`config.mk`:
```
export PLATFORM = sky130hd
export DESIGN_NAME = data_mover_top
export DESIGN_NICKNAME = d
export VERILOG_FILES = /design/src/verilog/mover_csr_pkg.sv /design/src/verilog/mover_data_pkg.sv /design/src/verilog/axil_csr_regs.sv /design/src/verilog/input_stack.sv /design/src/verilog/output_stack.sv /design/src/verilog/data_mover_top.sv
export VERILOG_INCLUDE_DIRS = /design/src /design/src/verilog
export SDC_FILE = /design/constraint.sdc
export NUM_CORES = 2
export LEC_CHECK = 0
export BUFFER_PORTS_ARGS = -buffer_cell sky130_fd_sc_hd__buf_2
export CORE_MARGIN = 5
export CORE_UTILIZATION = 40
export DETAILED_ROUTE_END_ITERATION = 7
export GPL_TIMING_DRIVEN = 0
export SYNTH_ARGS = -nofsm -noshare
export SYNTH_HDL_FRONTEND = slang
export SYNTH_HIERARCHICAL = 1
export SYNTH_SLANG_ARGS = --single-unit
export TNS_END_PERCENT = 50
```
`constraint.sdc`:
```
create_clock -name clk -period 6.9 [get_ports clk]
set_clock_uncertainty 0.05 [all_clocks]
set_input_delay 0.69 -clock clk [delete_from_list [all_inputs] [get_ports clk]]
set_output_delay 0.69 -clock clk [all_outputs]
set_load 0.05 [all_outputs]
```
`src/verilog/mover_settings.svh`:
```
/*
 * Sizing constants for the stack-order data mover.
 * Include in any package or module that needs buffer or bus widths.
 */
`ifndef MOVER_SETTINGS_SVH
`define MOVER_SETTINGS_SVH

// buffer geometry, entries per stack
`define MOVER_DEPTH 16
`define MOVER_ADDR_W 4
// count reaches MOVER_DEPTH, so one bit wider than the address
`define MOVER_COUNT_W 5
`define MOVER_WORD_W 64

// register port
`define AXIL_DATA_W 32
`define AXIL_ADDR_W 8

// input stack read to output stack write, in cycles
`define MOVER_PIPE_DEPTH 3

`endif

```
`src/verilog/mover_csr_pkg.sv`:
```
/*
 * Register-level types for the data mover: register map, CTRL bits,
 * AXI4-Lite request and response structs, and the command pulses.
 */
`include "mover_settings.svh"

package mover_csr_pkg;

    // word offsets, byte address is offset * 4
    typedef enum logic [`AXIL_ADDR_W-3:0] {
        CTRL    = 0,
        STATUS  = 1,
        PUSH_LO = 2,
        PUSH_HI = 3,
        OUT_LO  = 4,
        OUT_HI  = 5
    } csr_reg_e;

    // bit positions inside CTRL
    typedef enum logic [1:0] {
        CMD_PUSH  = 0,
        CMD_DRAIN = 1,
        CMD_POP   = 2,
        CMD_CLEAR = 3
    } ctrl_bit_e;

    localparam logic [1:0] RESP_OKAY = 2'b00;

    // everything the master drives
    typedef struct packed {
        logic [`AXIL_ADDR_W-1:0]     awaddr;
        logic                        awvalid;
        logic [`AXIL_DATA_W-1:0]     wdata;
        logic [`AXIL_DATA_W/8-1:0]   wstrb;
        logic                        wvalid;
        logic                        bready;
        logic [`AXIL_ADDR_W-1:0]     araddr;
        logic                        arvalid;
        logic                        rready;
    } axil_req_t;

    // everything the slave drives
    typedef struct packed {
        logic                        awready;
        logic                        wready;
        logic [1:0]                  bresp;
        logic                        bvalid;
        logic                        arready;
        logic [`AXIL_DATA_W-1:0]     rdata;
        logic [1:0]                  rresp;
        logic                        rvalid;
    } axil_rsp_t;

    // one-cycle pulses, push_word valid alongside push
    typedef struct packed {
        logic                        push;
        logic                        drain;
        logic                        pop;
        logic                        clear;
        logic [`MOVER_WORD_W-1:0]    push_word;
    } mover_cmd_t;

endpackage

```
`src/verilog/mover_data_pkg.sv`:
```
/*
 * Data-level types shared by the two stacks and the register block:
 * the payload word, per-stack status, the transfer beat and the
 * drain sequencer states.
 */
`include "mover_settings.svh"

package mover_data_pkg;

    typedef logic [`MOVER_WORD_W-1:0] word_t;

    // count of stored words, sticky error and activity
    // err is overflow on the input side, underflow on the output side
    typedef struct packed {
        logic [`MOVER_COUNT_W-1:0] count;
        logic                      err;
        logic                      busy;
    } stack_status_t;

    // one word moving from input stack to output stack
    typedef struct packed {
        logic  valid;
        word_t word;
    } xfer_t;

    // drain sequencer of the input stack
    typedef enum logic [1:0] {
        IDLE  = 2'd0,
        DRAIN = 2'd1,
        FLUSH = 2'd2
    } drain_state_e;

endpackage

```
`src/verilog/axil_csr_regs.sv`:
```
/*
 * AXI4-Lite register slave of the data mover. Holds the two push halves,
 * turns CTRL writes into one-cycle command pulses and serves STATUS and
 * the popped word. Single outstanding write and read.
 */
`timescale 1ns/1ps
`include "mover_settings.svh"

module axil_csr_regs
(
    input  logic                          clk,
    input  logic                          reset_n,
    input  mover_csr_pkg::axil_req_t      axil_req,
    output mover_csr_pkg::axil_rsp_t      axil_rsp,
    output mover_csr_pkg::mover_cmd_t     cmd,
    input  mover_data_pkg::stack_status_t in_status,
    input  mover_data_pkg::stack_status_t out_status,
    input  mover_data_pkg::word_t         out_word
);

    logic                      aw_ready;
    logic                      ar_ready;
    logic                      b_valid;
    logic                      r_valid;
    logic                      aw_hs;
    logic                      ar_hs;
    logic [`AXIL_DATA_W-1:0]   r_data;
    logic [`AXIL_DATA_W-1:0]   rd_mux;
    logic [`AXIL_DATA_W-1:0]   push_lo;
    logic [`AXIL_DATA_W-1:0]   push_hi;
    // pulse bits indexed by ctrl_bit_e
    logic [3:0]                pulse;
    mover_csr_pkg::csr_reg_e   wr_reg;
    mover_csr_pkg::csr_reg_e   rd_reg;

    // word offset from byte address
    assign wr_reg = mover_csr_pkg::csr_reg_e'(axil_req.awaddr[`AXIL_ADDR_W-1:2]);
    assign rd_reg = mover_csr_pkg::csr_reg_e'(axil_req.araddr[`AXIL_ADDR_W-1:2]);

    assign aw_hs = aw_ready && axil_req.awvalid && axil_req.wvalid;
    assign ar_hs = ar_ready && axil_req.arvalid;

    // handshake and pulse state
    always_ff @(posedge clk)
    begin
        if (!reset_n)
        begin
            aw_ready <= 1'b0;
            ar_ready <= 1'b0;
            b_valid  <= 1'b0;
            r_valid  <= 1'b0;
            pulse    <= '0;
        end
        else
        begin
            // address and data accepted together, one cycle wide
            aw_ready <= axil_req.awvalid && axil_req.wvalid && !b_valid && !aw_ready;
            ar_ready <= axil_req.arvalid && !r_valid && !ar_ready;
            pulse    <= '0;

            if (aw_hs)
            begin
                b_valid <= 1'b1;
                if (wr_reg == mover_csr_pkg::CTRL && axil_req.wstrb[0])
                begin
                    pulse[mover_csr_pkg::CMD_PUSH]  <= axil_req.wdata[mover_csr_pkg::CMD_PUSH];
                    pulse[mover_csr_pkg::CMD_DRAIN] <= axil_req.wdata[mover_csr_pkg::CMD_DRAIN];
                    pulse[mover_csr_pkg::CMD_POP]   <= axil_req.wdata[mover_csr_pkg::CMD_POP];
                    pulse[mover_csr_pkg::CMD_CLEAR] <= axil_req.wdata[mover_csr_pkg::CMD_CLEAR];
                end
            end
            else if (b_valid && axil_req.bready)
                b_valid <= 1'b0;

            // read response held until rready
            if (ar_hs)
                r_valid <= 1'b1;
            else if (r_valid && axil_req.rready)
                r_valid <= 1'b0;
        end
    end

    // push halves with byte strobes, read data capture
    always_ff @(posedge clk)
    begin
        if (aw_hs)
        begin
            for (int b = 0; b < `AXIL_DATA_W/8; b++)
            begin
                if (axil_req.wstrb[b] && wr_reg == mover_csr_pkg::PUSH_LO)
                    push_lo[b*8 +: 8] <= axil_req.wdata[b*8 +: 8];
                if (axil_req.wstrb[b] && wr_reg == mover_csr_pkg::PUSH_HI)
                    push_hi[b*8 +: 8] <= axil_req.wdata[b*8 +: 8];
            end
        end
        if (ar_hs)
            r_data <= rd_mux;
    end

    // read mux, CTRL and unmapped offsets give zero
    always_comb
    begin
        rd_mux = '0;
        case (rd_reg)
            mover_csr_pkg::STATUS:
            begin
                rd_mux[`MOVER_COUNT_W-1:0]    = in_status.count;
                rd_mux[8 +: `MOVER_COUNT_W]   = out_status.count;
                rd_mux[16]                    = in_status.busy || out_status.busy;
                rd_mux[17]                    = in_status.err;
                rd_mux[18]                    = out_status.err;
            end
            mover_csr_pkg::PUSH_LO: rd_mux = push_lo;
            mover_csr_pkg::PUSH_HI: rd_mux = push_hi;
            mover_csr_pkg::OUT_LO:  rd_mux = out_word[`AXIL_DATA_W-1:0];
            mover_csr_pkg::OUT_HI:  rd_mux = out_word[`MOVER_WORD_W-1:`AXIL_DATA_W];
            default:                rd_mux = '0;
        endcase
    end

    assign axil_rsp = '{awready: aw_ready,
                        wready:  aw_ready,
                        bresp:   mover_csr_pkg::RESP_OKAY,
                        bvalid:  b_valid,
                        arready: ar_ready,
                        rdata:   r_data,
                        rresp:   mover_csr_pkg::RESP_OKAY,
                        rvalid:  r_valid};

    // PUSH_HI is the upper half of the pushed word
    assign cmd = '{push:      pulse[mover_csr_pkg::CMD_PUSH],
                   drain:     pulse[mover_csr_pkg::CMD_DRAIN],
                   pop:       pulse[mover_csr_pkg::CMD_POP],
                   clear:     pulse[mover_csr_pkg::CMD_CLEAR],
                   push_word: {push_hi, push_lo}};

    // a stalled write response blocks the next write handshake
    a_bresp_held: assert property (@(posedge clk) disable iff (!reset_n)
        (b_valid && !axil_req.bready) |=> (b_valid && !aw_ready));

    // read data stays put while the master stalls
    a_rdata_held: assert property (@(posedge clk) disable iff (!reset_n)
        (r_valid && !axil_req.rready) |=> (r_valid && $stable(r_data)));

endmodule

```
`src/verilog/input_stack.sv`:
```
/*
 * Input buffer of the data mover. Pushes land on top of the stack; a drain
 * command pops every word, newest first, through the memory read and two
 * alignment stages onto the xfer beat, paced by out_space.
 */
`timescale 1ns/1ps
`include "mover_settings.svh"

module input_stack
(
    input  logic                          clk,
    input  logic                          reset_n,
    input  mover_csr_pkg::mover_cmd_t     cmd,
    input  logic                          out_space,
    output mover_data_pkg::xfer_t         xfer,
    output mover_data_pkg::stack_status_t status
);

    mover_data_pkg::word_t        mem [`MOVER_DEPTH];
    // top of stack, equals the word count
    logic [`MOVER_COUNT_W-1:0]    ptr;
    logic [`MOVER_COUNT_W-1:0]    ptr_dec;
    logic                         wr_en;
    mover_data_pkg::word_t        wr_word;
    logic                         overflow;
    logic                         full;
    logic                         push_ok;
    logic                         rd_issue;
    mover_data_pkg::drain_state_e state;
    // stage 0 is the memory read, the rest align
    logic [`MOVER_PIPE_DEPTH-1:0] pipe_valid;
    mover_data_pkg::word_t        pipe_word [`MOVER_PIPE_DEPTH];

    assign ptr_dec = ptr - 1'b1;

    // a write still pending counts as taken
    assign full = (ptr == `MOVER_COUNT_W'(`MOVER_DEPTH))
               || (wr_en && ptr == `MOVER_COUNT_W'(`MOVER_DEPTH - 1));

    // pushes only while idle, drain owns the pointer otherwise
    assign push_ok = cmd.push && !full && state == mover_data_pkg::IDLE;

    // one read per cycle while the output side has room
    assign rd_issue = state == mover_data_pkg::DRAIN && out_space
                   && ptr != '0 && !wr_en;

    always_ff @(posedge clk)
    begin
        if (!reset_n)
        begin
            state      <= mover_data_pkg::IDLE;
            ptr        <= '0;
            wr_en      <= 1'b0;
            overflow   <= 1'b0;
            pipe_valid <= '0;
        end
        else
        begin
            // write lands one cycle after the pulse
            wr_en <= push_ok;

            // rejected push, full or mid-drain, is sticky
            if (cmd.clear)
                overflow <= 1'b0;
            else if (cmd.push && !push_ok)
                overflow <= 1'b1;

            // increment on write, decrement on read
            if (wr_en)
                ptr <= ptr + 1'b1;
            else if (rd_issue)
                ptr <= ptr_dec;

            pipe_valid <= {pipe_valid[`MOVER_PIPE_DEPTH-2:0], rd_issue};

            case (state)
                mover_data_pkg::IDLE:
                    // empty stack, drain is a no-op
                    if (cmd.drain && (ptr != '0 || wr_en))
                        state <= mover_data_pkg::DRAIN;
                mover_data_pkg::DRAIN:
                    if (ptr == '0 && !wr_en)
                        state <= mover_data_pkg::FLUSH;
                mover_data_pkg::FLUSH:
                    // last words still travelling
                    if (!(|pipe_valid))
                        state <= mover_data_pkg::IDLE;
                default:
                    state <= mover_data_pkg::IDLE;
            endcase
        end
    end

    // memory and payload path
    always_ff @(posedge clk)
    begin
        if (push_ok)
            wr_word <= cmd.push_word;
        if (wr_en)
            mem[ptr[`MOVER_ADDR_W-1:0]] <= wr_word;
        pipe_word[0] <= mem[ptr_dec[`MOVER_ADDR_W-1:0]];
        for (int i = 1; i < `MOVER_PIPE_DEPTH; i++)
            pipe_word[i] <= pipe_word[i-1];
    end

    assign xfer = '{valid: pipe_valid[`MOVER_PIPE_DEPTH-1],
                    word:  pipe_word[`MOVER_PIPE_DEPTH-1]};

    assign status = '{count: ptr,
                      err:   overflow,
                      busy:  state != mover_data_pkg::IDLE};

    // pointer never wraps below zero
    a_no_wrap: assert property (@(posedge clk) disable iff (!reset_n)
        (ptr == '0) |=> (ptr <= `MOVER_COUNT_W'(1)));

endmodule

```
`src/verilog/output_stack.sv`:
```
/*
 * Output buffer of the data mover. Takes xfer beats on top of the stack,
 * grants out_space as a credit to the drain, and serves pop commands
 * into the read-out word, newest first.
 */
`timescale 1ns/1ps
`include "mover_settings.svh"

module output_stack
(
    input  logic                          clk,
    input  logic                          reset_n,
    input  mover_data_pkg::xfer_t         xfer,
    input  logic                          pop,
    input  logic                          clear,
    output logic                          out_space,
    output mover_data_pkg::word_t         out_word,
    output mover_data_pkg::stack_status_t status
);

    mover_data_pkg::word_t        mem [`MOVER_DEPTH];
    logic [`MOVER_COUNT_W-1:0]    ptr;
    logic [`MOVER_COUNT_W-1:0]    free;
    logic [`MOVER_COUNT_W-1:0]    inflight;
    // out_space over the last pipe-depth cycles
    logic [`MOVER_PIPE_DEPTH-1:0] grant_hist;
    logic                         pop_ok;
    logic                         pop_q;
    logic                         underflow;

    assign free = `MOVER_COUNT_W'(`MOVER_DEPTH) - ptr;

    // each granted cycle may have started one read upstream
    // so recent grants bound the words still in the pipe
    assign inflight = `MOVER_COUNT_W'($countones(grant_hist));

    // keeps a full pipe of margin, top entries stay unused
    assign out_space = free >= (`MOVER_COUNT_W'(`MOVER_PIPE_DEPTH) + inflight);

    // a pop colliding with intake is refused like an empty pop
    assign pop_ok = pop && ptr != '0 && !xfer.valid;

    always_ff @(posedge clk)
    begin
        if (!reset_n)
        begin
            ptr        <= '0;
            pop_q      <= 1'b0;
            underflow  <= 1'b0;
            grant_hist <= '0;
        end
        else
        begin
            pop_q      <= pop_ok;
            grant_hist <= {grant_hist[`MOVER_PIPE_DEPTH-2:0], out_space};

            if (clear)
                underflow <= 1'b0;
            else if (pop && !pop_ok)
                underflow <= 1'b1;

            // increment on write, decrement on pop
            if (xfer.valid)
                ptr <= ptr + 1'b1;
            else if (pop_ok)
                ptr <= ptr - 1'b1;
        end
    end

    // memory write and read-out word
    always_ff @(posedge clk)
    begin
        if (xfer.valid)
            mem[ptr[`MOVER_ADDR_W-1:0]] <= xfer.word;
        // ptr already points at the popped entry
        if (pop_q)
            out_word <= mem[ptr[`MOVER_ADDR_W-1:0]];
    end

    // busy while a beat is being taken in
    assign status = '{count: ptr,
                      err:   underflow,
                      busy:  xfer.valid};

    // credit keeps the drain from writing past the top
    a_no_overrun: assert property (@(posedge clk) disable iff (!reset_n)
        xfer.valid |-> (ptr < `MOVER_COUNT_W'(`MOVER_DEPTH)));

endmodule

```
`src/verilog/data_mover_top.sv`:
```
/*
 * Top level of the stack-order data mover. AXI4-Lite is the only port;
 * the register block drives both stacks and collects their status.
 */
`timescale 1ns/1ps

module data_mover_top
(
    input  logic                     clk,
    input  logic                     reset_n,
    input  mover_csr_pkg::axil_req_t axil_req,
    output mover_csr_pkg::axil_rsp_t axil_rsp
);

    mover_csr_pkg::mover_cmd_t     cmd;
    mover_data_pkg::stack_status_t in_status;
    mover_data_pkg::stack_status_t out_status;
    mover_data_pkg::word_t         out_word;
    mover_data_pkg::xfer_t         xfer;
    logic                          out_space;

    // register port and command decode
    axil_csr_regs u_csr (
        .clk        (clk),
        .reset_n    (reset_n),
        .axil_req   (axil_req),
        .axil_rsp   (axil_rsp),
        .cmd        (cmd),
        .in_status  (in_status),
        .out_status (out_status),
        .out_word   (out_word)
    );

    // push side, drains into the output stack
    input_stack u_in (
        .clk        (clk),
        .reset_n    (reset_n),
        .cmd        (cmd),
        .out_space  (out_space),
        .xfer       (xfer),
        .status     (in_status)
    );

    // pop side
    output_stack u_out (
        .clk        (clk),
        .reset_n    (reset_n),
        .xfer       (xfer),
        .pop        (cmd.pop),
        .clear      (cmd.clear),
        .out_space  (out_space),
        .out_word   (out_word),
        .status     (out_status)
    );

endmodule

```
# Word level (Yosys, flattened, before mapping)
# Memory sizes are Yosys's and may differ from the RTL's. A register that Yosys moved wholly into a read port is not among the register bits.
# Cells that the tools add are included.
# word_totals
register_bits	190
output_inout_bits	41
elab_cells	138
mem_bits_rw	2240
n_memories	3
# op_classes
n_bitwise	1
add_sub_neg	8
n_reduce_logical	65
eq_ne	14
magnitude_cmp	1
mux	22
# mem_list
memory	words	word_bits	read_ports	rd_ports_with_merged_regs	wr	line	source
u_in.mem	16	64	1	0	1	input_stack.sv:19	mover_data_pkg::word_t mem [`MOVER_DEPTH];
u_out.mem	16	64	1	1	1	output_stack.sv:21	mover_data_pkg::word_t mem [`MOVER_DEPTH];
u_in.pipe_word	3	64	3	0	3	input_stack.sv:32	mover_data_pkg::word_t pipe_word [`MOVER_PIPE_DEPTH];
# ops
cell	count
13-bit one-hot mux with 4 select lines	1
5-bit one-hot mux with 5 select lines	2
1-bit logical AND	31
6-bit by 2-bit equality test with 1-bit output (second input constant)	4
3-bit one-hot mux with 4 select lines	2
5-bit 2-to-1 mux	4
2-bit AND reduction	8
3-bit one-hot mux with 5 select lines	1
6-bit by 3-bit equality test with 1-bit output (second input constant)	2
5-bit by 1-bit adder with 5-bit output (second input constant)	2
2-bit nonzero test	5
5-bit nonzero test	2
5-bit by 1-bit subtractor with 5-bit output (second input constant)	2
1-bit zero test	9
1-bit 2-to-1 mux	8
6-bit by 1-bit equality test with 1-bit output (second input constant)	1
6-bit zero test	1
2-bit 2-to-1 mux	3
2-bit inequality test (second input constant)	3
2-bit one-hot mux with 3 select lines	1
3-bit AND reduction	2
2-bit by 5-bit adder with 5-bit output (first input constant)	1
5-bit by 1-bit adder with 5-bit output	1
5-bit by 4-bit equality test with 1-bit output (second input constant)	1
other kinds (12)	14

# Logic depth before layout (Yosys ltp)
# depth
ltp_word	9
depth_mapped	13
mapped_depth_nobuf	13

# Modules after synthesis
# The synthesis kept the hierarchy.
# modules_own_cells
mod	cells_per_inst	area_per_inst_um2	seq_area_each_um2	instances
input_stack	2045	45874.0	36755.3	1
output_stack	1729	40989.3	32871.5	1
axil_csr_regs	306	4560.6	3042.9	1

# Worst setup path before layout
# No wires, ideal clock.
# synth_timing
path_kind	reg2reg
from	register u_in.ptr[0]
to	memory u_in/mem[0][0] in the netlist's numbering (enable)
setup_ns	0.565
t_arrival_ns	5.706
n_path_buf	4
stages_incl_launch_ff	9
setup_slack_ns	0.580
synth_period_minus_slack_ns	6.320
cell_sequence	dfxtp_1 > buf_6 > buf_6 > buf_6 > buf_4 > inv_1 > ha_1 > nand2_1 > nor3_1
# synth_rtl
element	line	source
from (decl)	input_stack.sv:21	logic [`MOVER_COUNT_W-1:0] ptr;
from (signal assigned)	input_stack.sv:70	ptr <= ptr + 1'b1;
from (signal assigned)	input_stack.sv:72	ptr <= ptr_dec;
to (decl)	input_stack.sv:19	
# No word-level cell before the write port.

==> impl_metrics.py <==
metrics = {
    "floorplanning": {
        "initial_core_util_pct": 40.2,
        "core_sq_um": 227000,
        "io_pins": 100,
        "row_count": 175,
        "die_y_microns": 488,
        "die-width_microns": 488,
        "die-area_sq_um": 238000,
    },
    "pwr": {
        "finalPower_w": 0.0296,
        "pwr_density_cell_nw_per_um2": 277,
        "ir_drop_mv": 0.228,
        "power_leakage_nw": 33.8,
    },
    "global_route": {
        "grt_usage_pct": 20.1,
        "grt_pass1_wl_microns": 338000,
        "antenna_found_initial": 15,
        "grt_pass1_vias": 43792,
        "grt-ovfl-total": 0,
        "grt_max_degree": 52,
    },
    "layout": {
        "areaGrowthSynthToFinish_pct": 16.8,
        "fin_area_sq_um": 107000,
        "fillers": 18365,
        "layout_commonest_cell": "edfxtp_1",
        "drive_gt1_share_pct": 28.2,
        "multiInputGateArea_sq_um": 17200,
        "seq_area_sq_um": 72700,
        "nNetsFinal": 4668,
        "layout_common_cells": "edfxtp_1 (2272), mux4_2 (512), clkbuf_16 (240), dfxtp_1 (221), clkbuf_1 (150)",
        "final_util_pct": 46.9,
    },
    "synth": {
        "synth_cells": 4080,
        "synth_ff_type": "edfxtp_1",
        "netlist.area_leader.share_pct": 74.6,
        "synth-edff-count": 2272,
        "yosysTopAreaCell": "edfxtp_1",
        "yosys_warnings": 6,
        "yosysSeqAreaShare_pct": 79.5,
        "async_flop_share_pct": 0,
        "synth_area_sq_um": 91400,
        "syn_avg_cell_area_sq_um": 22.4,
        "ys_ff_latch": 2494,
        "synth_cell_types": 59,
        "synth.top_cells.by_area": "edfxtp_1 (75%), mux4_2 (13%), dfxtp_1 (4.9%), a22oi_1 (1.1%), mux2i_1 (0.84%)",
    },
    "clock_tree": {
        "cts_max_level": 4,
        "clk-insertion-delay-late_ps": 880,
        "cts_tree": "done",
        "numCtsBuffers": 237,
        "cts_resized": 0,
        "clk_pin_slew_ps": 70,
        "postCtsHoldBufs": 29,
        "post-cts-setup-buffers": 0,
        "clock_sinks": 2494,
        "cts_max_path_buffers": 3,
        "clockRootBuffer": "clkbuf_16",
    },
    "drt": {
        "drc": 0,
        "routed_wl_microns": 240000,
        "vias": 43679,
        "viasPerCell": 5.58,
        "avgRoutedWirePerCell_microns": 30.6,
        "ant_nets": 0,
        "first_pass_iters": 6,
        "drt_iter0_markers": 5391,
    },
    "critical_path": {
        "r2r_start": "u_in/ptr[0]",
        "cp.required_ps": 7530,
        "crit_type": "reg -> reg",
        "worstPathArrival_ps": 5550,
        "timing.critical_path.to": "u_in/pipe_word[0][50]",
        "startpoint": "u_in/ptr[0]",
        "r2r-end": "u_in/pipe_word[0][50]",
        "rr_worst_depth": 13,
        "cp_max_fo": 10,
        "ff2ff_setup_slack_ps": 1980,
        "cp-end-kind": "flip-flop",
        "start_kind": "flip-flop",
    },
    "min_path": {
        "hold_path_startpoint": "axil_req[24]",
        "min_path_type": "in -> reg",
    },
    "status": {
        "status": "complete, no violations",
    },
    "timing": {
        "slew_headroom_pct": 14.2,
        "max_freq_mhz": 203,
        "rsz0062_at_grt": "no",
        "worst-slew-pin-transition_ps": 1290,
        "fin_crit_sh_pct": 71.3,
        "period_minus_slack_ps": 4920,
        "setup_viol": 0,
        "fin_tns_setup_ps": 0,
        "slew_viol_final": 0,
        "hold_violations": 0,
    },
    "placement": {
        "placed_area_sq_um": 98400,
        "port_buffers": 89,
        "gp_congestion": 0.881,
        "place_hpwl_microns": 165000,
    },
    "run": {
        "maxCapViolations": 0,
    },
}
==> state kept, by name, indices dropped and copies added, names as in the netlist, 2 cells and up <==
register and cells:
u_out/mem 1024, u_csr/pulse 4, u_out/ptr 5, u_csr/push_lo 32
u_csr/push_hi 32, u_in/wr_word 64, u_in/mem 1024, u_in/state 2
u_in/ptr 5, u_in/pipe_valid 3, u_in/pipe_word 192, u_out/out_word 64
u_out/grant_hist 3, u_csr/r_data 32
==> through the flow <==
step,cells,hold slack (ps),setup slack (ps)
final,7829,84.9,1980
after global routing,7819,34.4,1920
after CTS,7808,0.0659,2050
after detailed placement,7330,262,2070
after global placement,7181,262,-6240
after floorplan,4083,260,580
==> critical path: stages (launching register included) <==
cell	delay [ps]
dfxtp_1	500
buf_6	230
buf_6	210
buf_6	260
buf_4	320
inv_1	170
ha_1	320
buf_2	320
buf_2	420
buf_2	470
buf_2	450
mux4_2	290
mux2i_1	70
a21oi_1	600
==> Yosys cell counts, drive strengths merged (2+ instances only) <==
library cell / n
a211oi: 64
a21o: 2
a21oi: 89
a221o: 31
a22oi: 129
a31oi: 2
and2: 13
and3: 5
buf: 199
clkbuf: 87
dfxtp: 222
edfxtp: 2272
ha: 19
inv: 16
mux2: 12
mux2i: 77
mux4: 512
nand2: 81
nand2b: 8
nand3: 5
nand3b: 41
nor2: 45
nor2b: 73
nor3: 31
nor3b: 2
nor4: 3
nor4b: 2
nor4bb: 3
o2111ai: 2
o21a: 3
o21ai: 2
o311a: 2
or3: 3
or3b: 2
or4b: 2
xnor2: 6
xor2: 3
==> report_power, final <==
group	total (W)	switching [W]	internal, W
clock	0.0132	0.00565	0.00757
combinational	0.000161	0.000109	0.0000521
sequential	0.0162	0.00000293	0.0162
==> worst min path at each step <==
stage | endpoint | slack [ps] | depth (start not counted)
6_report | u_csr/push_hi[8] | 80 | 1
5_1_grt | u_csr/push_hi[19] | 30 | 1
4_1_cts | u_csr/push_lo[13] | 0.07 | 1
3_5_place_dp | u_in/pipe_word[0][145] | 260 | 0
3_3_place_gp | u_in/pipe_word[0][161] | 260 | 0
2_1_floorplan | u_in/pipe_word[0][100] | 260 | 0
==> kinds of logic (layout without fill, tap and decap cells) <==
| family | after synthesis | in the layout | share of synthesized area [%] |
|---|---|---|---|
| AO/OA/AOI/OAI | 330 | 330 | 2.57 |
| XOR/XNOR | 9 | 9 | 0.0862 |
| adder cells (fa/ha/maj) | 20 | 20 | 0.282 |
| buffers and inverters | 303 | 1019 | 2.01 |
| flip-flops | 2494 | 2494 | 79.5 |
| multiplexers | 601 | 601 | 13.6 |
| other | 1 | 25 | 0.00410 |
| AND/OR/NAND/NOR | 322 | 322 | 1.96 |
==> area by class of cell <==
type | instances | area share [%]
inverter | 17 | 0.0621
multi-input combinational | 1286 | 16.1
timing repair buffer | 267 | 3.10
clock inverter | 124 | 1.38
antenna | 21 | 0.0492
clock buffer | 325 | 6.11
tap | 3009 | 3.53
buffer | 286 | 1.66
sequential | 2494 | 68.1
==> per-layer routing <==
metal	GRT usage [%]	vias up	share of wire, %
li1	-	17951	-
met1	26.9	23480	39
met2	32.8	1867	49
met3	3.80	375	7.5
met4	7.75	6	3.9
met5	0	-	0.017
Note: power is estimated with default switching activity, not from simulation.
